`src/logic/llc_regmap_pkg.sv`:
```
/*
 * Register map of the cache configuration port.
 * Address encoding, the register word type and the version value
 * returned by the read-only Version register.
 */

package llc_regmap_pkg;

  // Word width of every software-visible register
  typedef logic [31:0] reg_data_t;

  // Register addresses, one per word
  typedef enum logic [3:0] {
    reg_cfg_spm     = 4'd0,
    reg_cfg_flush   = 4'd1,
    reg_commit_cfg  = 4'd2,
    reg_flushed     = 4'd3,
    reg_bist_out    = 4'd4,
    reg_bist_status = 4'd5,
    reg_num_ways    = 4'd6,
    reg_num_lines   = 4'd7,
    reg_num_blocks  = 4'd8,
    reg_version     = 4'd9
  } reg_addr_e;

  // Major in the upper half, minor in the lower half
  localparam reg_data_t llc_version = 32'h0001_0002;

endpackage

```
`src/logic/llc_flush_pkg.sv`:
```
/*
 * Flush sequencing definitions.
 * State encoding of the flush FSM, shared by the controller and the
 * property checks that observe it.
 */

package llc_flush_pkg;

  // Flush FSM states
  // Reset lands in pre_init, which waits for the tag-storage self-test
  typedef enum logic [2:0] {
    fsm_pre_init   = 3'd0,
    fsm_idle       = 3'd1,
    // Port isolation requested, waiting for acknowledge
    fsm_wait_ax    = 3'd2,
    // Waiting for AW/AR descriptor units to drain
    fsm_wait_units = 3'd3,
    // Pick remaining ways and arm the line counters
    fsm_init_flush = 3'd4,
    // One descriptor per accepted handshake
    fsm_send_flush = 3'd5,
    // Collect outstanding completions of the current way
    fsm_wait_flush = 3'd6,
    fsm_end_flush  = 3'd7
  } flush_state_e;

endpackage

```
`src/logic/llc_cfg_regs.sv`:
```
/*
 * Software-visible configuration registers of the cache.
 * Plain read/write port with combinational read, plus hardware update
 * strobes from the flush FSM that take priority over software writes.
 */

`timescale 1ns/1ps

module llc_cfg_regs
  import llc_regmap_pkg::*;
#(
  parameter int unsigned num_ways   = 4,
  parameter int unsigned index_bits = 3,
  parameter int unsigned num_blocks = 4
) (
  input  logic                rst_ni,
  input  logic                reset_i,
  // Software port
  input  reg_addr_e           reg_addr_i,
  input  reg_data_t           reg_wdata_i,
  input  logic                reg_we_i,
  output reg_data_t           reg_rdata_o,
  // Hardware updates from the flush FSM
  input  logic                sw_cfg_open_i,
  input  logic                hw_commit_clr_i,
  input  logic                hw_flushed_we_i,
  input  logic [num_ways-1:0] hw_flushed_val_i,
  input  logic                hw_flush_clr_i,
  input  logic                hw_spm_we_i,
  input  logic [num_ways-1:0] hw_spm_val_i,
  // Self-test result
  input  logic [num_ways-1:0] bist_res_i,
  input  logic                bist_valid_i,
  // Register contents towards the design
  output logic [num_ways-1:0] cfg_spm_o,
  output logic [num_ways-1:0] cfg_flush_o,
  output logic                commit_o,
  output logic [num_ways-1:0] flushed_o
);

  logic sw_we_spm, sw_we_flush, sw_we_commit;

  // Config words only open while the FSM sits in idle
  assign sw_we_spm    = reg_we_i && sw_cfg_open_i && (reg_addr_i == reg_cfg_spm);
  assign sw_we_flush  = reg_we_i && sw_cfg_open_i && (reg_addr_i == reg_cfg_flush);
  assign sw_we_commit = reg_we_i && (reg_addr_i == reg_commit_cfg);

  ////////////////////////////////////////////////////////////////////////////
  // Writable and hardware-updated registers
  ////////////////////////////////////////////////////////////////////////////
  always_ff @(posedge rst_ni) begin
    if (reset_i) begin
      cfg_spm_o   <= '0;
      cfg_flush_o <= '0;
      commit_o    <= 1'b0;
      flushed_o   <= '0;
    end else begin
      // Hardware branch checked first in each register
      if (hw_spm_we_i) begin
        cfg_spm_o <= hw_spm_val_i;
      end else if (sw_we_spm) begin
        cfg_spm_o <= reg_wdata_i[num_ways-1:0];
      end
      if (hw_flush_clr_i) begin
        cfg_flush_o <= '0;
      end else if (sw_we_flush) begin
        cfg_flush_o <= reg_wdata_i[num_ways-1:0];
      end
      if (hw_commit_clr_i) begin
        commit_o <= 1'b0;
      end else if (sw_we_commit) begin
        commit_o <= reg_wdata_i[0];
      end
      // Flushed is read-only from software
      if (hw_flushed_we_i) begin
        flushed_o <= hw_flushed_val_i;
      end
    end
  end

  // Read mux, zero-extended to the word, unmapped addresses read 0
  always_comb begin
    case (reg_addr_i)
      reg_cfg_spm:     reg_rdata_o = reg_data_t'(cfg_spm_o);
      reg_cfg_flush:   reg_rdata_o = reg_data_t'(cfg_flush_o);
      reg_commit_cfg:  reg_rdata_o = reg_data_t'(commit_o);
      reg_flushed:     reg_rdata_o = reg_data_t'(flushed_o);
      reg_bist_out:    reg_rdata_o = reg_data_t'(bist_res_i);
      reg_bist_status: reg_rdata_o = reg_data_t'(bist_valid_i);
      reg_num_ways:    reg_rdata_o = reg_data_t'(num_ways);
      reg_num_lines:   reg_rdata_o = reg_data_t'(1) << index_bits;
      reg_num_blocks:  reg_rdata_o = reg_data_t'(num_blocks);
      reg_version:     reg_rdata_o = llc_version;
      default:         reg_rdata_o = '0;
    endcase
  end

endmodule

```
`src/logic/llc_flush_ctrl.sv`:
```
/*
 * Flush FSM of the cache.
 * Isolates the cache port, latches the scratch-pad lock and walks every
 * selected way line by line, emitting valid/ready flush descriptors.
 */

`timescale 1ns/1ps

module llc_flush_ctrl
  import llc_flush_pkg::*;
#(
  parameter int unsigned num_ways         = 4,
  parameter int unsigned index_bits       = 3,
  parameter int unsigned line_offset_bits = 6,
  parameter int unsigned addr_width       = 32
) (
  input  logic                  rst_ni,
  input  logic                  reset_i,
  input  logic [num_ways-1:0]   cfg_spm_i,
  input  logic [num_ways-1:0]   cfg_flush_i,
  input  logic                  commit_i,
  input  logic [num_ways-1:0]   flushed_i,
  input  logic [num_ways-1:0]   bist_res_i,
  input  logic                  bist_valid_i,
  input  logic                  isolated_i,
  input  logic                  aw_busy_i,
  input  logic                  ar_busy_i,
  input  logic                  flush_ready_i,
  input  logic [index_bits-1:0] line_idx_i,
  input  logic                  last_sent_i,
  input  logic                  all_received_i,
  input  logic                  flush_done_i,
  output logic                  isolate_o,
  output logic                  sw_cfg_open_o,
  output logic                  hw_commit_clr_o,
  output logic                  hw_flushed_we_o,
  output logic [num_ways-1:0]   hw_flushed_val_o,
  output logic                  hw_flush_clr_o,
  output logic                  hw_spm_we_o,
  output logic [num_ways-1:0]   hw_spm_val_o,
  output logic [num_ways-1:0]   spm_lock_o,
  output logic                  flush_valid_o,
  output logic [addr_width-1:0] flush_addr_o,
  output logic [num_ways-1:0]   flush_way_o,
  output logic                  cnt_load_o,
  output logic                  cnt_clear_o,
  output logic                  send_en_o,
  output logic                  recv_en_o
);

  flush_state_e          state_q, state_d;
  logic [num_ways-1:0]   to_flush_q, to_flush_d;
  logic [num_ways-1:0]   to_flush_next;
  logic [addr_width-1:0] line_addr;
  logic                  spm_load;

  always_ff @(posedge rst_ni) begin
    if (reset_i) begin
      state_q    <= fsm_pre_init;
      to_flush_q <= '0;
      spm_lock_o <= '0;
    end else begin
      state_q    <= state_d;
      to_flush_q <= to_flush_d;
      if (spm_load) begin
        spm_lock_o <= cfg_spm_i;
      end
    end
  end

  // Requested ways minus those already flushed
  assign to_flush_next = (cfg_flush_i | cfg_spm_i) & ~flushed_i;

  // Lowest remaining way as one-hot, held stable through send and wait
  assign flush_way_o = to_flush_q & (~to_flush_q + 1'b1);

  // Line index placed above the in-line offset
  assign line_addr    = addr_width'(line_idx_i);
  assign flush_addr_o = line_addr << line_offset_bits;

  // Port only open in normal operation
  assign isolate_o     = (state_q != fsm_idle);
  assign sw_cfg_open_o = (state_q == fsm_idle);
  assign flush_valid_o = (state_q == fsm_send_flush);

  always_comb begin
    state_d          = state_q;
    to_flush_d       = to_flush_q;
    spm_load         = 1'b0;
    hw_commit_clr_o  = 1'b0;
    hw_flushed_we_o  = 1'b0;
    hw_flushed_val_o = flushed_i;
    hw_flush_clr_o   = 1'b0;
    hw_spm_we_o      = 1'b0;
    hw_spm_val_o     = bist_res_i;
    cnt_load_o       = 1'b0;
    cnt_clear_o      = 1'b0;
    send_en_o        = 1'b0;
    recv_en_o        = 1'b0;
    case (state_q)
      fsm_pre_init: begin
        // Faulty tag macros start out as SPM and marked flushed
        if (bist_valid_i) begin
          hw_spm_we_o      = 1'b1;
          hw_flushed_we_o  = 1'b1;
          hw_flushed_val_o = bist_res_i;
          state_d          = fsm_idle;
        end
      end
      fsm_idle: begin
        if (commit_i) begin
          hw_commit_clr_o = 1'b1;
          state_d         = fsm_wait_ax;
        end
      end
      fsm_wait_ax: begin
        if (isolated_i) begin
          state_d = fsm_wait_units;
        end
      end
      fsm_wait_units: begin
        // No functional descriptor in flight, safe to switch the lock
        if (!aw_busy_i && !ar_busy_i) begin
          spm_load = 1'b1;
          state_d  = fsm_init_flush;
        end
      end
      fsm_init_flush: begin
        to_flush_d = to_flush_next;
        if (to_flush_next == '0) begin
          hw_flush_clr_o = 1'b1;
          state_d        = fsm_idle;
        end else begin
          cnt_load_o = 1'b1;
          state_d    = fsm_send_flush;
        end
      end
      fsm_send_flush: begin
        // Index stays on the last line once it is accepted
        if (flush_ready_i) begin
          if (last_sent_i) begin
            state_d = fsm_wait_flush;
          end else begin
            send_en_o = 1'b1;
          end
        end
        recv_en_o = flush_done_i;
      end
      fsm_wait_flush: begin
        // Final completion is seen with the down counter at zero
        if (flush_done_i) begin
          if (all_received_i) begin
            state_d = fsm_end_flush;
          end else begin
            recv_en_o = 1'b1;
          end
        end
      end
      fsm_end_flush: begin
        cnt_clear_o     = 1'b1;
        hw_flushed_we_o = 1'b1;
        if (to_flush_q == flush_way_o) begin
          // Last way done, SPM ways stay flushed
          hw_flushed_val_o = cfg_spm_i;
          hw_flush_clr_o   = 1'b1;
          to_flush_d       = '0;
          state_d          = fsm_idle;
        end else begin
          hw_flushed_val_o = flushed_i | flush_way_o;
          state_d          = fsm_init_flush;
        end
      end
      default: state_d = fsm_pre_init;
    endcase
  end

endmodule

```
`src/logic/llc_flush_tracker.sv`:
```
/*
 * Line counters for one flushed way.
 * Up counter gives the line of the next descriptor, down counter holds
 * the completions still outstanding; both flag their end values.
 */

`timescale 1ns/1ps

module llc_flush_tracker #(
  parameter int unsigned index_bits = 3
) (
  input  logic                  rst_ni,
  input  logic                  reset_i,
  input  logic                  load_i,
  input  logic                  clear_i,
  input  logic                  send_en_i,
  input  logic                  recv_en_i,
  output logic [index_bits-1:0] line_idx_o,
  output logic                  last_sent_o,
  output logic                  all_received_o
);

  logic [index_bits-1:0] pending_q;

  //////////////////////////////////////////////////////////////////////////
  // Counters, clear before load before count
  //////////////////////////////////////////////////////////////////////////
  always_ff @(posedge rst_ni) begin
    if (reset_i || clear_i) begin
      line_idx_o <= '0;
      pending_q  <= '0;
    end else if (load_i) begin
      // Line count less one, last completion seen at zero
      line_idx_o <= '0;
      pending_q  <= '1;
    end else begin
      if (send_en_i) begin
        line_idx_o <= line_idx_o + 1'b1;
      end
      if (recv_en_i) begin
        pending_q <= pending_q - 1'b1;
      end
    end
  end

  assign last_sent_o    = (line_idx_o == '1);
  assign all_received_o = (pending_q == '0);

endmodule

```
`src/logic/llc_bypass_decode.sv`:
```
/*
 * Bypass steering for the AW and AR channels.
 * Region bounds are start inclusive, end exclusive; the SPM region is
 * matched first. Output 1 routes the burst around the cache.
 */

`timescale 1ns/1ps

module llc_bypass_decode #(
  parameter int unsigned num_ways   = 4,
  parameter int unsigned addr_width = 32
) (
  input  logic [addr_width-1:0] aw_addr_i,
  input  logic [addr_width-1:0] ar_addr_i,
  input  logic [addr_width-1:0] cached_start_i,
  input  logic [addr_width-1:0] cached_end_i,
  input  logic [addr_width-1:0] spm_start_i,
  input  logic [addr_width-1:0] spm_end_i,
  input  logic [num_ways-1:0]   flushed_i,
  output logic                  aw_bypass_o,
  output logic                  ar_bypass_o
);

  logic all_flushed;

  // With every way flushed the cache holds nothing worth a lookup
  assign all_flushed = &flushed_i;

  function automatic logic route_bypass(input logic [addr_width-1:0] addr);
    logic in_spm, in_cached;
    in_spm    = (addr >= spm_start_i) && (addr < spm_end_i);
    in_cached = (addr >= cached_start_i) && (addr < cached_end_i);
    // SPM always served by the cache
    if (in_spm) begin
      return 1'b0;
    end else if (in_cached) begin
      return all_flushed;
    end
    // Unmapped goes straight to memory
    return 1'b1;
  endfunction

  // Bounds and flushed state change the decision as well as the address
  always_comb begin
    aw_bypass_o = route_bypass(aw_addr_i);
    ar_bypass_o = route_bypass(ar_addr_i);
  end

endmodule

```
`src/logic/llc_config_top.sv`:
```
/*
 * Configuration and flush controller of the last-level cache.
 * Connects the register bank, the flush FSM, its line tracker and the
 * bypass decoder; all geometry parameters are set here.
 */

`timescale 1ns/1ps

module llc_config_top
  import llc_regmap_pkg::*;
#(
  parameter int unsigned num_ways         = 4,
  parameter int unsigned index_bits       = 3,
  parameter int unsigned line_offset_bits = 6,
  parameter int unsigned num_blocks       = 4,
  parameter int unsigned addr_width       = 32
) (
  input  logic                  rst_ni,
  input  logic                  reset_i,
  input  reg_addr_e             reg_addr_i,
  input  reg_data_t             reg_wdata_i,
  input  logic                  reg_we_i,
  output reg_data_t             reg_rdata_o,
  input  logic [num_ways-1:0]   bist_res_i,
  input  logic                  bist_valid_i,
  output logic                  isolate_o,
  input  logic                  isolated_i,
  input  logic                  aw_busy_i,
  input  logic                  ar_busy_i,
  output logic                  flush_valid_o,
  input  logic                  flush_ready_i,
  output logic [addr_width-1:0] flush_addr_o,
  output logic [num_ways-1:0]   flush_way_o,
  input  logic                  flush_done_i,
  input  logic [addr_width-1:0] aw_addr_i,
  input  logic [addr_width-1:0] ar_addr_i,
  input  logic [addr_width-1:0] cached_start_i,
  input  logic [addr_width-1:0] cached_end_i,
  input  logic [addr_width-1:0] spm_start_i,
  input  logic [addr_width-1:0] spm_end_i,
  output logic                  aw_bypass_o,
  output logic                  ar_bypass_o,
  output logic [num_ways-1:0]   spm_lock_o,
  output logic [num_ways-1:0]   flushed_o
);

  // Register bank <-> flush FSM
  logic [num_ways-1:0]   cfg_spm, cfg_flush, hw_flushed_val, hw_spm_val;
  logic                  commit, hw_commit_clr, hw_flushed_we, hw_flush_clr;
  logic                  hw_spm_we, sw_cfg_open;
  // Flush FSM <-> line tracker
  logic                  cnt_load, cnt_clear, send_en, recv_en;
  logic [index_bits-1:0] line_idx;
  logic                  last_sent, all_received;

  llc_cfg_regs #(
    .num_ways   (num_ways),
    .index_bits (index_bits),
    .num_blocks (num_blocks)
  ) u_regs (
    .rst_ni           (rst_ni),
    .reset_i          (reset_i),
    .reg_addr_i       (reg_addr_i),
    .reg_wdata_i      (reg_wdata_i),
    .reg_we_i         (reg_we_i),
    .reg_rdata_o      (reg_rdata_o),
    .sw_cfg_open_i    (sw_cfg_open),
    .hw_commit_clr_i  (hw_commit_clr),
    .hw_flushed_we_i  (hw_flushed_we),
    .hw_flushed_val_i (hw_flushed_val),
    .hw_flush_clr_i   (hw_flush_clr),
    .hw_spm_we_i      (hw_spm_we),
    .hw_spm_val_i     (hw_spm_val),
    .bist_res_i       (bist_res_i),
    .bist_valid_i     (bist_valid_i),
    .cfg_spm_o        (cfg_spm),
    .cfg_flush_o      (cfg_flush),
    .commit_o         (commit),
    .flushed_o        (flushed_o)
  );

  llc_flush_ctrl #(
    .num_ways         (num_ways),
    .index_bits       (index_bits),
    .line_offset_bits (line_offset_bits),
    .addr_width       (addr_width)
  ) u_ctrl (
    .rst_ni           (rst_ni),
    .reset_i          (reset_i),
    .cfg_spm_i        (cfg_spm),
    .cfg_flush_i      (cfg_flush),
    .commit_i         (commit),
    .flushed_i        (flushed_o),
    .bist_res_i       (bist_res_i),
    .bist_valid_i     (bist_valid_i),
    .isolated_i       (isolated_i),
    .aw_busy_i        (aw_busy_i),
    .ar_busy_i        (ar_busy_i),
    .flush_ready_i    (flush_ready_i),
    .line_idx_i       (line_idx),
    .last_sent_i      (last_sent),
    .all_received_i   (all_received),
    .flush_done_i     (flush_done_i),
    .isolate_o        (isolate_o),
    .sw_cfg_open_o    (sw_cfg_open),
    .hw_commit_clr_o  (hw_commit_clr),
    .hw_flushed_we_o  (hw_flushed_we),
    .hw_flushed_val_o (hw_flushed_val),
    .hw_flush_clr_o   (hw_flush_clr),
    .hw_spm_we_o      (hw_spm_we),
    .hw_spm_val_o     (hw_spm_val),
    .spm_lock_o       (spm_lock_o),
    .flush_valid_o    (flush_valid_o),
    .flush_addr_o     (flush_addr_o),
    .flush_way_o      (flush_way_o),
    .cnt_load_o       (cnt_load),
    .cnt_clear_o      (cnt_clear),
    .send_en_o        (send_en),
    .recv_en_o        (recv_en)
  );

  llc_flush_tracker #(
    .index_bits (index_bits)
  ) u_tracker (
    .rst_ni         (rst_ni),
    .reset_i        (reset_i),
    .load_i         (cnt_load),
    .clear_i        (cnt_clear),
    .send_en_i      (send_en),
    .recv_en_i      (recv_en),
    .line_idx_o     (line_idx),
    .last_sent_o    (last_sent),
    .all_received_o (all_received)
  );

  llc_bypass_decode #(
    .num_ways   (num_ways),
    .addr_width (addr_width)
  ) u_bypass (
    .aw_addr_i      (aw_addr_i),
    .ar_addr_i      (ar_addr_i),
    .cached_start_i (cached_start_i),
    .cached_end_i   (cached_end_i),
    .spm_start_i    (spm_start_i),
    .spm_end_i      (spm_end_i),
    .flushed_i      (flushed_o),
    .aw_bypass_o    (aw_bypass_o),
    .ar_bypass_o    (ar_bypass_o)
  );

endmodule

```
`config.mk`:
```
export PLATFORM = sky130hd
export DESIGN_NAME = llc_config_top
export DESIGN_NICKNAME = d
export VERILOG_FILES = /design/src/logic/llc_regmap_pkg.sv /design/src/logic/llc_flush_pkg.sv /design/src/logic/llc_cfg_regs.sv /design/src/logic/llc_flush_ctrl.sv /design/src/logic/llc_flush_tracker.sv /design/src/logic/llc_bypass_decode.sv /design/src/logic/llc_config_top.sv
export SDC_FILE = /design/constraint.sdc
export NUM_CORES = 1
export LEC_CHECK = 0
export BUFFER_PORTS_ARGS = -buffer_cell sky130_fd_sc_hd__buf_2
export CAP_MARGIN = 10
export CORE_MARGIN = 3
export CORE_UTILIZATION = 46
export DETAILED_ROUTE_END_ITERATION = 12
export PLACE_DENSITY_LB_ADDON = 0.1
export SYNTH_ARGS = -nofsm -noshare
export SYNTH_HDL_FRONTEND = slang
export SYNTH_SLANG_ARGS = --single-unit
export TNS_END_PERCENT = 1
```
`constraint.sdc`:
```
create_clock -name rst_ni -period 2.7 [get_ports rst_ni]
set_clock_uncertainty 0.2 [all_clocks]
set_input_delay 0.54 -clock rst_ni [delete_from_list [all_inputs] [get_ports rst_ni]]
set_output_delay 0.54 -clock rst_ni [all_outputs]
set_load 0.02 [all_outputs]
```
# ---- Word level (Yosys, flattened, before mapping)
# Cells that the tools add are included.
dict set report classes {
  n_addsub 3
  n_lt_le_gt_ge 8
  n_eq_ne 28
  muxes 50
  bitwise_logic 6
  reduce_logical 28
}
# operator n
set ops {}
lappend ops {{17-bit one-hot mux with 9 select lines} 1}
lappend ops {{32-bit greater-or-equal comparator} 4}
lappend ops {{32-bit less-than comparator} 4}
lappend ops {{3-bit 2-to-1 mux} 12}
lappend ops {{1-bit 2-to-1 mux} 26}
lappend ops {{3-bit one-hot mux with 8 select lines} 1}
lappend ops {{4-bit 2-to-1 mux} 5}
lappend ops {{4-bit by 3-bit equality test with 1-bit output (second input constant)} 4}
lappend ops {{4-bit one-hot mux with 2 select lines} 2}
lappend ops {{3-bit equality test (second input constant)} 5}
lappend ops {{2-bit inequality test (second input constant)} 5}
lappend ops {{1-bit logical AND} 9}
lappend ops {{4-bit AND} 2}
lappend ops {{4-bit by 2-bit equality test with 1-bit output (second input constant)} 2}
lappend ops {{4-bit equality test (second input constant)} 2}
lappend ops {{4-bit zero test} 2}
lappend ops {{2-bit by 1-bit inequality test with 1-bit output (second input constant)} 4}
lappend ops {{4-bit NOT} 2}
lappend ops {{4-bit bitwise OR} 2}
lappend ops {{8-bit AND reduction} 1}
lappend ops {{2-bit nonzero test} 4}
lappend ops {{2-bit OR reduction} 4}
lappend ops {{3-bit by 2-bit equality test with 1-bit output (second input constant)} 2}
lappend ops {{3-bit zero test} 2}
lappend ops {{13 further kinds} 16}
dict set report totals {
  ff_bits 30
  in_bits 241
  out_inout_bits 80
  wordCells 132
}

# ---- Logic depth before layout (Yosys ltp)
# Gate-level depths: netlist of the first run.
dict set report depth {
  word_depth 7
  ltp_mapped 9
  depth_no_buf 9
}

# ---- Cells and area by module
# A second synthesis of the first run with hierarchy kept.
dict set report hier_totals {
  cells_unflattened 1055
  area_unflattened_um2 8284.2
}
# module instances cells_per_inst area_each_um2 seq_area_each_um2
set modules_own_cells {}
lappend modules_own_cells {llc_bypass_decode 1 748 5771.8 0.0}
lappend modules_own_cells {llc_flush_ctrl 1 150 1193.6 220.2}
lappend modules_own_cells {llc_cfg_regs 1 128 1021.0 260.2}
lappend modules_own_cells {llc_flush_tracker 1 29 297.8 120.1}

# ---- Least setup slack after synthesis of the first run
# OpenSTA, ideal clock, no wires.
dict set report synth_path {
  kind {input -> output}
  startpoint {in cached_end_i[28]}
  endpoint {out aw_bypass_o}
  arrival_ns 2.444
  required_time_ns 1.960
  path_slack_ns -0.484
  path_stages 9
  path_buffers 0
  cell_sequence {inv_1 -> ha_1 -> and3_1 -> nand3_1 -> or4_4 -> nor4_2 -> a21oi_1 -> nor4bb_1 -> a41oi_1}
}
dict set report synth_via {
  elab_chain_cells 5
}
# element line_no
set synth_rtl {}
lappend synth_rtl {{start: declaration} llc_config_top.sv:38} ;# input logic [addr_width-1:0] cached_end_i,
lappend synth_rtl {{32-bit less-than comparator} llc_bypass_decode.sv:32} ;# in_cached = (addr >= cached_start_i) && (addr < cached_end_i);
lappend synth_rtl {{1-bit logical AND} llc_bypass_decode.sv:32}
lappend synth_rtl {{1-bit 2-to-1 mux} llc_bypass_decode.sv:36} ;# end else if (in_cached) begin
lappend synth_rtl {{1-bit 2-to-1 mux} llc_bypass_decode.sv:34} ;# if (in_spm) begin
lappend synth_rtl {{1-bit 2-to-1 mux} llc_bypass_decode.sv:40} ;# return 1'b1;
lappend synth_rtl {{end: declaration} llc_config_top.sv:41} ;# output logic aw_bypass_o,
# No other way between the ends.

# ---- Worst setup path after layout of the first run
dict set report layout_path {
  startpoint {in aw_addr_i[19]}
  endpoint {out aw_bypass_o}
}
dict set report layout_via {
  elab_chain_cells 5
  elab_cells_between_ends 10
  classes_between {order compare (4); mux (4); reduce/logical (2)}
}
# element line_no
set layout_rtl {}
lappend layout_rtl {{start: declaration} llc_config_top.sv:35} ;# input logic [addr_width-1:0] aw_addr_i,
lappend layout_rtl {{32-bit greater-or-equal comparator / 32-bit less-than comparator (equally long branches)} llc_bypass_decode.sv:32}
lappend layout_rtl {{1-bit logical AND} llc_bypass_decode.sv:32}
lappend layout_rtl {{1-bit 2-to-1 mux} llc_bypass_decode.sv:36}
lappend layout_rtl {{1-bit 2-to-1 mux} llc_bypass_decode.sv:34}
lappend layout_rtl {{1-bit 2-to-1 mux (*)} llc_bypass_decode.sv:40}
# Every way passes the cells marked *; elsewhere a longest branch is shown, timed or not.

==> impl_summary.txt, run 1 <==
----------------------------------------------------
[Cells and area]
  Net count reported at finish ... 1916
  Share of post-route cells with drive strength above 1 ... 0.320
  Post-route non-filler standard cell count ... 1641
  Area growth from synthesis to layout ... 36.5%

[Setup path]
  Critical R2R Launch ... u_ctrl.state_q[2]$_SDFFE_PP0P_
  Most used cell along the critical path ... sky130_fd_sc_hd__buf_4
  Origin of the worst setup path ... aw_addr_i[19]
  Reg-to-reg setup timing slack ... 0.53 ns
  Arrival time of data at the critical path endpoint ... 2.65 ns
  Sort of element at the end of the critical path ... output pin
  Req. time, crit path ... a little under 2 ns
  Slowest stage cell on the critical path ... sky130_fd_sc_hd__nor4_4
  Family of cells with the greatest summed delay on the critical path ... simple AND/OR/NAND/NOR gates
  Number of buffer and inverter stages on the critical path ... 4
  Max FO, Critical Path ... 4
  Worst stage delay on the critical path ... 0.38 ns
  Worst-path cell chain ... buf_2 > buf_4 > ha_1 > nand4_1 > nor4_4 > buf_4 > and4_1 > o21ai_0 > a41oi_2 > buf_4
  Worst r2r dst ... u_regs.flushed_o[1]$_SDFFE_PP0P_
  Startpoint type of the worst setup path ... primary input
  Worst r2r path cells ... 7
  Critical path class ... primary input to output pin

[CTS]
  Clock-pin transition on the worst setup and hold timing paths ... 0.05 ns
  Master cell of the clock root buffer ... sky130_fd_sc_hd__clkbuf_16
  Clock network latency to the later pin of the worst-skew pair ... 0.28 ns
  H-tree level count ... 2
  TritonCTS Sinks ... 30
  Clock tree from TritonCTS ... yes
  Max Root-Sink Buffers ... 2
  Inserted Clock Buffers ... 5

[GRT]
  Global-route wire length before repair ... ~40 mm
  Initial antenna violation count ... 6
  Largest net degree at the start of global routing ... 23
  Number of global-route vias before repair ... 8262
  Total congestion overflow after global routing ... 0
  Total routing usage reported by global routing ... 0.261

[Drt]
  Routed length per instance ... 15.6 um
  Number of vias per cell after detailed routing ... 5.22
  Number of design-rule violations left by the first detailed-router iteration ... between 300 and 400
  Drt drc ... 0
  DRT antenna net count ... 0
  Number of search-and-repair iterations in the first detailed-routing pass ... 5
  Total length of routed wires ... about 26 mm
  Number of vias in the routed layout ... 8572

[Yosys]
  Flip-flop and latch count after synthesis ... 30
  Top_reg_cell synth ... sky130_fd_sc_hd__dfxtp_1
  Part of the Yosys area used for sequential elements ... 0.0756
  Number of enable-type register cells in the synthesized netlist ... 0
  Proportion of netlist area held by the largest area contributor ... 0.403
  Post-Synthesis Cells ... roughly 1000
  Post-synthesis cell type count ... 67
  Synth area leader ... sky130_fd_sc_hd__ha_1
  Cell types with the largest area share after synthesis ... sky130_fd_sc_hd__ha_1 (40%), sky130_fd_sc_hd__dfxtp_1 (7.6%), sky130_fd_sc_hd__inv_1 (6.4%)
  Total number of yosys warnings ... 0
  Post-Syn Area per Cell ... roughly 7.8 sq um
  Proportion of register bits with asynchronous set or reset after synthesis ... 0
  Post-synthesis cell area ... 7940 sq um

[Power and ir drop]
  Maximum resistive drop on vdd ... 0.000747 V
  P_int ... 1830 uW
  Switching power ... 1480 uW
  PD cells ... 305 nW/um^2
  Share of total power in the clock network ... 0.169
  Leak Pwr ... 0.00617 uW
  Reg power frac ... 0.196
  Switching part of the total ... 0.446
  Total power ... 3310 uW
  Combinational group share of total power ... 0.635

[Floorplanning]
  Floorplan die area ... 18900 sq um
  Die boundary width ... 137 um
  Die height ... ~140 um
  Core outline area ... about 17000 sq um
  Site Rows ... 47
  Initial core utilization ... 0.474
  Number of top-level pins ... 321

[Placed design]
  Post-detailed-placement half-perimeter wirelength ... 22.9 mm
  Number of cells after detailed placement ... 1631
  IO Port Bufs ... 236
  RePlAce Congestion ... 0.905

[Flow run]
  Number of max-capacitance violations reported ... 0

[STA]
  Setup violation total in the final timing report ... 2
  Highest clock frequency the design can meet ... 295 MHz
  Final period util ... 1.26
  Final Worst Setup Slack ... -0.695 ns
  Total count of hold-check failures in the final report ... 0
  Unrepaired setup endpoints after global routing ... yes
  Post-layout minimum cycle time ... 3.39 ns
  Setup tns final ... -1.29 ns
  Least-Margin Pin Slew ... around 0.6 ns
  Total count of max-transition violations in the final report ... 0
  Max-slew headroom ... 0.588

[Worst hold path]
  Hold worst-path end ... u_ctrl.spm_lock_o[2]$_SDFFE_PP0P_
  Kind of path behind the tightest hold check ... flip-flop to flip-flop
  Startpoint of the tightest hold check path ... u_ctrl.spm_lock_o[2]$_SDFFE_PP0P_
  Hold path depth ... 2

[Run status]
  Violations in the final reports ... setup timing
  Result of the run ... finished, violations left

----------------------------------------------------
[how the worst max path moves through the flow]
stage	endpoint	slack (ns)	cells past startpoint
finish	aw_bypass_o	-0.69	10
global route	aw_bypass_o	-0.71	10
CTS	aw_bypass_o	-0.64	11
detailed placement	aw_bypass_o	-0.70	10
global placement	aw_bypass_o	-0.70	10
floorplan	aw_bypass_o	-0.20	9
[cells by family after synthesis]
group           count (synthesis)  share of synthesized area
compound gates                264                      0.216
xor+xnor                        3                    0.00331
fa+ha+maj                     258                      0.406
buf+inv                       204                      0.124
flops                          30                     0.0756
mux                            21                     0.0266
other cells                     1                   0.000472
simple gates                  231                      0.149
[metrics by stage]
stage / hold slack [ns] / worst slack, ns / utilization / cell area, sq um
detailed placement: 0.282 / -0.704 / 0.633 / 10600
global placement: 0.274 / -0.698 / 0.633 / 10600
finish: 0.297 / -0.695 / 0.647 / 10800
floorplan: 0.276 / -0.196 / - / 8280
global route: 0.358 / -0.708 / 0.647 / 10800
CTS: 0.295 / -0.641 / 0.643 / 10800
[power by group through the flow]
stage	Clock (uW)	Combinational [uW]	Sequential [uW]
after CTS	573	2070	643
after global placement	0	2010	650
after floorplan	0	1300	608
final	561	2100	648
after global routing	599	2360	663
after detailed placement	0	2050	652
[worst register-to-register path: stages (launching register included)]
cell and delay, ns:
sky130_fd_sc_hd__dfxtp_1 0.57, sky130_fd_sc_hd__inv_2 0.17, sky130_fd_sc_hd__nor2_1 0.39, sky130_fd_sc_hd__o21a_1 0.29, sky130_fd_sc_hd__a22oi_1 0.12, sky130_fd_sc_hd__nand2b_1 0.09, sky130_fd_sc_hd__a21oi_1 0.06, sky130_fd_sc_hd__a211oi_1 0.20
[routing by layer]
| layer | part of all wire | up-vias | wire length (um) | global-route usage |
|---|---|---|---|---|
| li1 | - | 4432 | - | - |
| met1 | 0.45 | 3833 | 11500 | 0.343 |
| met2 | 0.47 | 259 | 12200 | 0.452 |
| met3 | 0.056 | 38 | 1430 | 0.0347 |
| met4 | 0.018 | 10 | 451 | 0.0610 |
| met5 | 0.0019 | - | 49 | 0 |
[Yosys cell counts, types with 5 or more instances]
master                      number
sky130_fd_sc_hd__a2111oi_0       8
sky130_fd_sc_hd__a211o_1         6
sky130_fd_sc_hd__a211oi_1       22
sky130_fd_sc_hd__a21o_1         34
sky130_fd_sc_hd__a21oi_1        85
sky130_fd_sc_hd__a31oi_1         7
sky130_fd_sc_hd__and4_1          8
sky130_fd_sc_hd__buf_4          57
sky130_fd_sc_hd__clkbuf_1        7
sky130_fd_sc_hd__dfxtp_1        30
sky130_fd_sc_hd__ha_1          256
sky130_fd_sc_hd__inv_1         136
sky130_fd_sc_hd__mux2i_1        20
sky130_fd_sc_hd__nand2_1        47
sky130_fd_sc_hd__nand2b_1       11
sky130_fd_sc_hd__nand3_1        20
sky130_fd_sc_hd__nand4_1        26
sky130_fd_sc_hd__nor2_1         67
sky130_fd_sc_hd__nor2b_1         9
sky130_fd_sc_hd__nor3_1         15
sky130_fd_sc_hd__nor3b_1         7
sky130_fd_sc_hd__nor4_1          5
sky130_fd_sc_hd__o211ai_1       11
sky130_fd_sc_hd__o21ai_0        37
sky130_fd_sc_hd__o21ai_1        11
sky130_fd_sc_hd__o21bai_1        7
[repair_timing]
action / 4_1_cts / 5_1_grt
endpoints found under the setup margin: 2 / 2
pin swaps: 0 / 7
endpoints found under the hold margin: 0 / 0
buffers inserted: 0 / 1
resized for setup: 6 / 14
hold buffers: 0 / 0
[flip-flops by register name, summed over array words and instances, names as in the netlist]
| name | count |
|---|---|
| u_ctrl.spm_lock_o | 4 |
| u_regs.cfg_flush_o | 4 |
| u_tracker.pending_q | 3 |
| u_ctrl.to_flush_q | 4 |
| u_regs.flushed_o | 4 |
| u_tracker.line_idx_o | 3 |
| u_regs.commit_o | 1 |
| u_ctrl.state_q | 3 |
| u_regs.cfg_spm_o | 4 |
[layout by cell type, fill, tap and decap left out, types with 3 or more instances in the layout]
cell                          n
sky130_fd_sc_hd__nand2_1     47
sky130_fd_sc_hd__ha_4         6
sky130_fd_sc_hd__a2111o_1     3
sky130_fd_sc_hd__a211o_1      6
sky130_fd_sc_hd__dfxtp_1     30
sky130_fd_sc_hd__and3_1       3
sky130_fd_sc_hd__o21ai_1     12
sky130_fd_sc_hd__a2111oi_1    4
sky130_fd_sc_hd__conb_1      56
sky130_fd_sc_hd__buf_2      234
sky130_fd_sc_hd__a21oi_2      3
sky130_fd_sc_hd__nand4_1     26
sky130_fd_sc_hd__ha_1       250
sky130_fd_sc_hd__and4_1       8
sky130_fd_sc_hd__nor4_2       3
sky130_fd_sc_hd__o21bai_1     7
sky130_fd_sc_hd__mux2i_1     20
sky130_fd_sc_hd__o21ai_0     36
sky130_fd_sc_hd__a21oi_1     82
sky130_fd_sc_hd__a31oi_1      7
sky130_fd_sc_hd__nand3_1     19
sky130_fd_sc_hd__inv_1      130
sky130_fd_sc_hd__buf_4      176
sky130_fd_sc_hd__nor3b_1      7
sky130_fd_sc_hd__nor2b_1      9
sky130_fd_sc_hd__a2111oi_0    4
sky130_fd_sc_hd__o211ai_1    11
sky130_fd_sc_hd__inv_4        3
sky130_fd_sc_hd__a21o_1      34
sky130_fd_sc_hd__a22oi_1      3
sky130_fd_sc_hd__nor3_1      15
sky130_fd_sc_hd__nor2_1      67
sky130_fd_sc_hd__a211oi_1    21
sky130_fd_sc_hd__a221oi_1     4
sky130_fd_sc_hd__clkbuf_16    5
sky130_fd_sc_hd__nand2b_1    11
[cell type report]
type                            count  area [sq um]
Tap cell                          220           275
Inverter                          137           539
Clock buffer                        6           139
Timing Repair Buffer              412          2530
Sequential cell                    30           601
Antenna cell                        1          2.50
Multi-Input combinational cell    833          6740
Clock inverter                      2          12.5
Fill cell                        1559          5920
(Power assumes the default switching activity.)
==> inputs of run 2 (changes only) <==
--- a/config.mk
+++ b/config.mk
@@ -8,7 +8,7 @@
 export BUFFER_PORTS_ARGS = -buffer_cell sky130_fd_sc_hd__buf_2
 export CAP_MARGIN = 10
 export CORE_MARGIN = 3
-export CORE_UTILIZATION = 46
+export CORE_UTILIZATION = 51
 export DETAILED_ROUTE_END_ITERATION = 12
 export PLACE_DENSITY_LB_ADDON = 0.1
 export SYNTH_ARGS = -nofsm -noshare
==> constraint.sdc (replaced) <==
create_clock -name rst_ni -period 3.8 [get_ports rst_ni]
set_clock_uncertainty 0.2 [all_clocks]
set_input_delay 0.76 -clock rst_ni [delete_from_list [all_inputs] [get_ports rst_ni]]
set_output_delay 0.76 -clock rst_ni [all_outputs]
set_load 0.02 [all_outputs]
==> impl_summary.txt, run 2 (synthesis results as in run 1) <==
----------------------------------------------------
[Run status]
  Result of the run ... completed

[STA]
  Post-layout minimum cycle time ... approximately 3.8 ns
  Max-slew headroom ... 0.498
  Highest clock frequency the design can meet ... 265 MHz
  Final period util ... 0.995
  Least-Margin Pin Slew ... 0.745 ns
  Total count of max-transition violations in the final report ... 0
  Setup violation total in the final timing report ... 0
  Worst Hold Slack ... roughly 0.30 ns
  Total count of hold-check failures in the final report ... 0
  Unrepaired setup endpoints after global routing ... yes

[Setup path]
  Worst r2r dst ... u_regs.cfg_spm_o[0]$_SDFFE_PP0P_
  Slowest stage cell on the critical path ... sky130_fd_sc_hd__or4_4
  Req. time, crit path ... roughly 2.8 ns
  Worst r2r path cells ... 6
  Origin of the worst setup path ... aw_addr_i[25]
  Max FO, Critical Path ... 3
  Startpoint type of the worst setup path ... primary input
  Number of buffer and inverter stages on the critical path ... 3
  Worst-path cell chain ... buf_2 > buf_4 > ha_1 > nand3_4 > or4_4 > o31ai_4 > a21oi_2 > nor4bb_4 > a41oi_2 > buf_4
  Count of cell instances traversed by the critical path ... 10
  Critical path class ... primary input to output pin
  Arrival time of data at the critical path endpoint ... 2.82 ns
  Family of cells with the greatest summed delay on the critical path ... simple AND/OR/NAND/NOR gates
  Worst stage delay on the critical path ... 0.57 ns
  Critical R2R Launch ... u_ctrl.state_q[0]$_SDFFE_PP0P_
  Reg-to-reg setup timing slack ... roughly 1.4 ns
  Setup crit end ... aw_bypass_o
  Sort of element at the end of the critical path ... output pin
  Most used cell along the critical path ... sky130_fd_sc_hd__buf_4

[CTS]
  Clock-pin transition on the worst setup and hold timing paths ... 0.05 ns
  Master cell of the clock root buffer ... sky130_fd_sc_hd__clkbuf_16
  Max Root-Sink Buffers ... 2
  TritonCTS Sinks ... 30
  Clock network latency to the later pin of the worst-skew pair ... 0.28 ns
  H-tree level count ... 2
  Post-cts hold buffer count ... 0
  Clock tree from TritonCTS ... yes
  Inserted Clock Buffers ... 5

[Cells and area]
  Share of post-route cells with drive strength above 1 ... 0.244
  Area growth from synthesis to layout ... 22.3%
  Fillcell total ... 1310
  Post-route cell area ... around 10000 sq um
  Commonest non-fill, non-tap cells in the layout ... sky130_fd_sc_hd__ha_1 (253), sky130_fd_sc_hd__buf_2 (231), sky130_fd_sc_hd__inv_1 (133)
  Area of combinational cells with multiple inputs ... roughly 7000 sq um
  Sequential cell area ... 601 sq um
  Commonest non-fill, non-tap cell in the layout ... sky130_fd_sc_hd__ha_1
  Net count reported at finish ... 1768

[Drt]
  Drt drc ... 0
  Routed length per instance ... between 15 and 20 um
  Number of design-rule violations left by the first detailed-router iteration ... 443
  Number of search-and-repair iterations in the first detailed-routing pass ... 5
  Total length of routed wires ... roughly 24 mm
  Number of vias in the routed layout ... 8004
  DRT antenna net count ... 0
  Number of vias per cell after detailed routing ... 5.49

[Floorplanning]
  Floorplan die area ... 17100 sq um
  Initial core utilization ... 0.534
  Site Rows ... 44
  Die height ... about 130 um
  Number of top-level pins ... between 300 and 400
  Die boundary width ... 131 um
  Core outline area ... 14900 sq um

[Placed design]
  IO Port Bufs ... 236
  Placed Instance Area ... about 9300 sq um
  RePlAce Congestion ... 0.920
  Post-detailed-placement half-perimeter wirelength ... approximately 21 mm

[Power and ir drop]
  Reg power frac ... 0.213
  P_int ... 1190 uW
  Leak Pwr ... approximately 0.0055 uW
  Maximum resistive drop on vdd ... between 0.0003 and 0.0004 V
  Total power ... 2210 uW
  Combinational group share of total power ... 0.609
  Share of total power in the clock network ... 0.179
  Switching power ... 1020 uW
  PD cells ... 228 nW/um^2
  Switching part of the total ... 0.462

[Worst hold path]
  Kind of path behind the tightest hold check ... flip-flop to flip-flop

[GRT]
  Initial antenna violation count ... 6
  Total routing usage reported by global routing ... 0.263
  Largest net degree at the start of global routing ... 23
  Total congestion overflow after global routing ... 0
  Number of global-route vias before repair ... 7422
  Global-route wire length before repair ... 36.1 mm

[Flow run]
  Number of max-capacitance violations reported ... 0

----------------------------------------------------
[run 2: cell count changes in the layout (fill, tap and decap cells not counted), sizes merged]
cell / previous run / this run
buf: 412 / 264
diode: 1 / 3
clkbuf: 6 / 7
clkinvlp: 1 / 0
[run 2: tightest hold or removal path, delay by kind of cell, from the launching register on]
| kind | cells | cell delay (ns) |
|---|---|---|
| flip-flops | 1 | 0.32 |
| AND/OR/NAND/NOR | 1 | 0.08 |
| multiplexers | 1 | 0.06 |
[run 2: power by group through the flow]
stage	registers (uW)	logic, uW	clock network, uW
floorplan	432	908	0
global placement	474	1240	0
detailed placement	473	1270	0
CTS	467	1280	399
global route	481	1510	417
finish	471	1350	395
[run 2: per-layer routing]
layer  GRT usage  up-vias  routed length [um]
met2       0.454      289               11300
met5           0        -                  28
met4      0.0448        6                 312
met1       0.357     3537               10600
met3      0.0309       37                1720
li1            -     4135                   -
[run 2: cell type report]
type | count | share of cell area
clock inverters | 1 | 0.000515
well taps | 184 | 0.0237
clock buffers | 7 | 0.0147
inverters | 137 | 0.0529
repair buffers | 264 | 0.145
diodes | 3 | 0.000773
multi-input cells | 833 | 0.701
flip-flops and latches | 30 | 0.0618
[run 2: what timing repair did]
item | 4_1_cts | 5_1_grt
endpoints found under the setup margin | 2 | 2
buffers inserted | 0 | 0
gates resized for setup | 3 | 53
pin swaps | 2 | 13
[run 2: how the worst min path moves through the flow]
stage                                        from                                  to  slack [ns]  depth (start not counted)
3_5_place_dp    u_ctrl.spm_lock_o[3]$_SDFFE_PP0P_   u_ctrl.spm_lock_o[3]$_SDFFE_PP0P_        0.28                          2
5_1_grt         u_ctrl.spm_lock_o[3]$_SDFFE_PP0P_   u_ctrl.spm_lock_o[3]$_SDFFE_PP0P_        0.33                          2
3_3_place_gp    u_ctrl.spm_lock_o[2]$_SDFFE_PP0P_   u_ctrl.spm_lock_o[2]$_SDFFE_PP0P_        0.27                          2
4_1_cts         u_ctrl.spm_lock_o[3]$_SDFFE_PP0P_   u_ctrl.spm_lock_o[3]$_SDFFE_PP0P_        0.29                          2
6_report        u_ctrl.spm_lock_o[3]$_SDFFE_PP0P_   u_ctrl.spm_lock_o[3]$_SDFFE_PP0P_        0.30                          2
2_1_floorplan  u_regs.cfg_flush_o[1]$_SDFFE_PP0P_  u_regs.cfg_flush_o[1]$_SDFFE_PP0P_        0.28                          2
[run 2: stage by stage]
step / instances / utilization / setup TNS, ns / setup WS, ns
floorplan: 1067 / - / 0 / 0.176
global placement: 1448 / 0.626 / -0.0149 / -0.0149
detailed placement: 1448 / 0.626 / -0.0926 / -0.0492
CTS: 1456 / 0.636 / 0 / 0.00340
global route: 1459 / 0.654 / -0.0644 / -0.0439
finish: 1459 / 0.654 / 0 / 0.0201
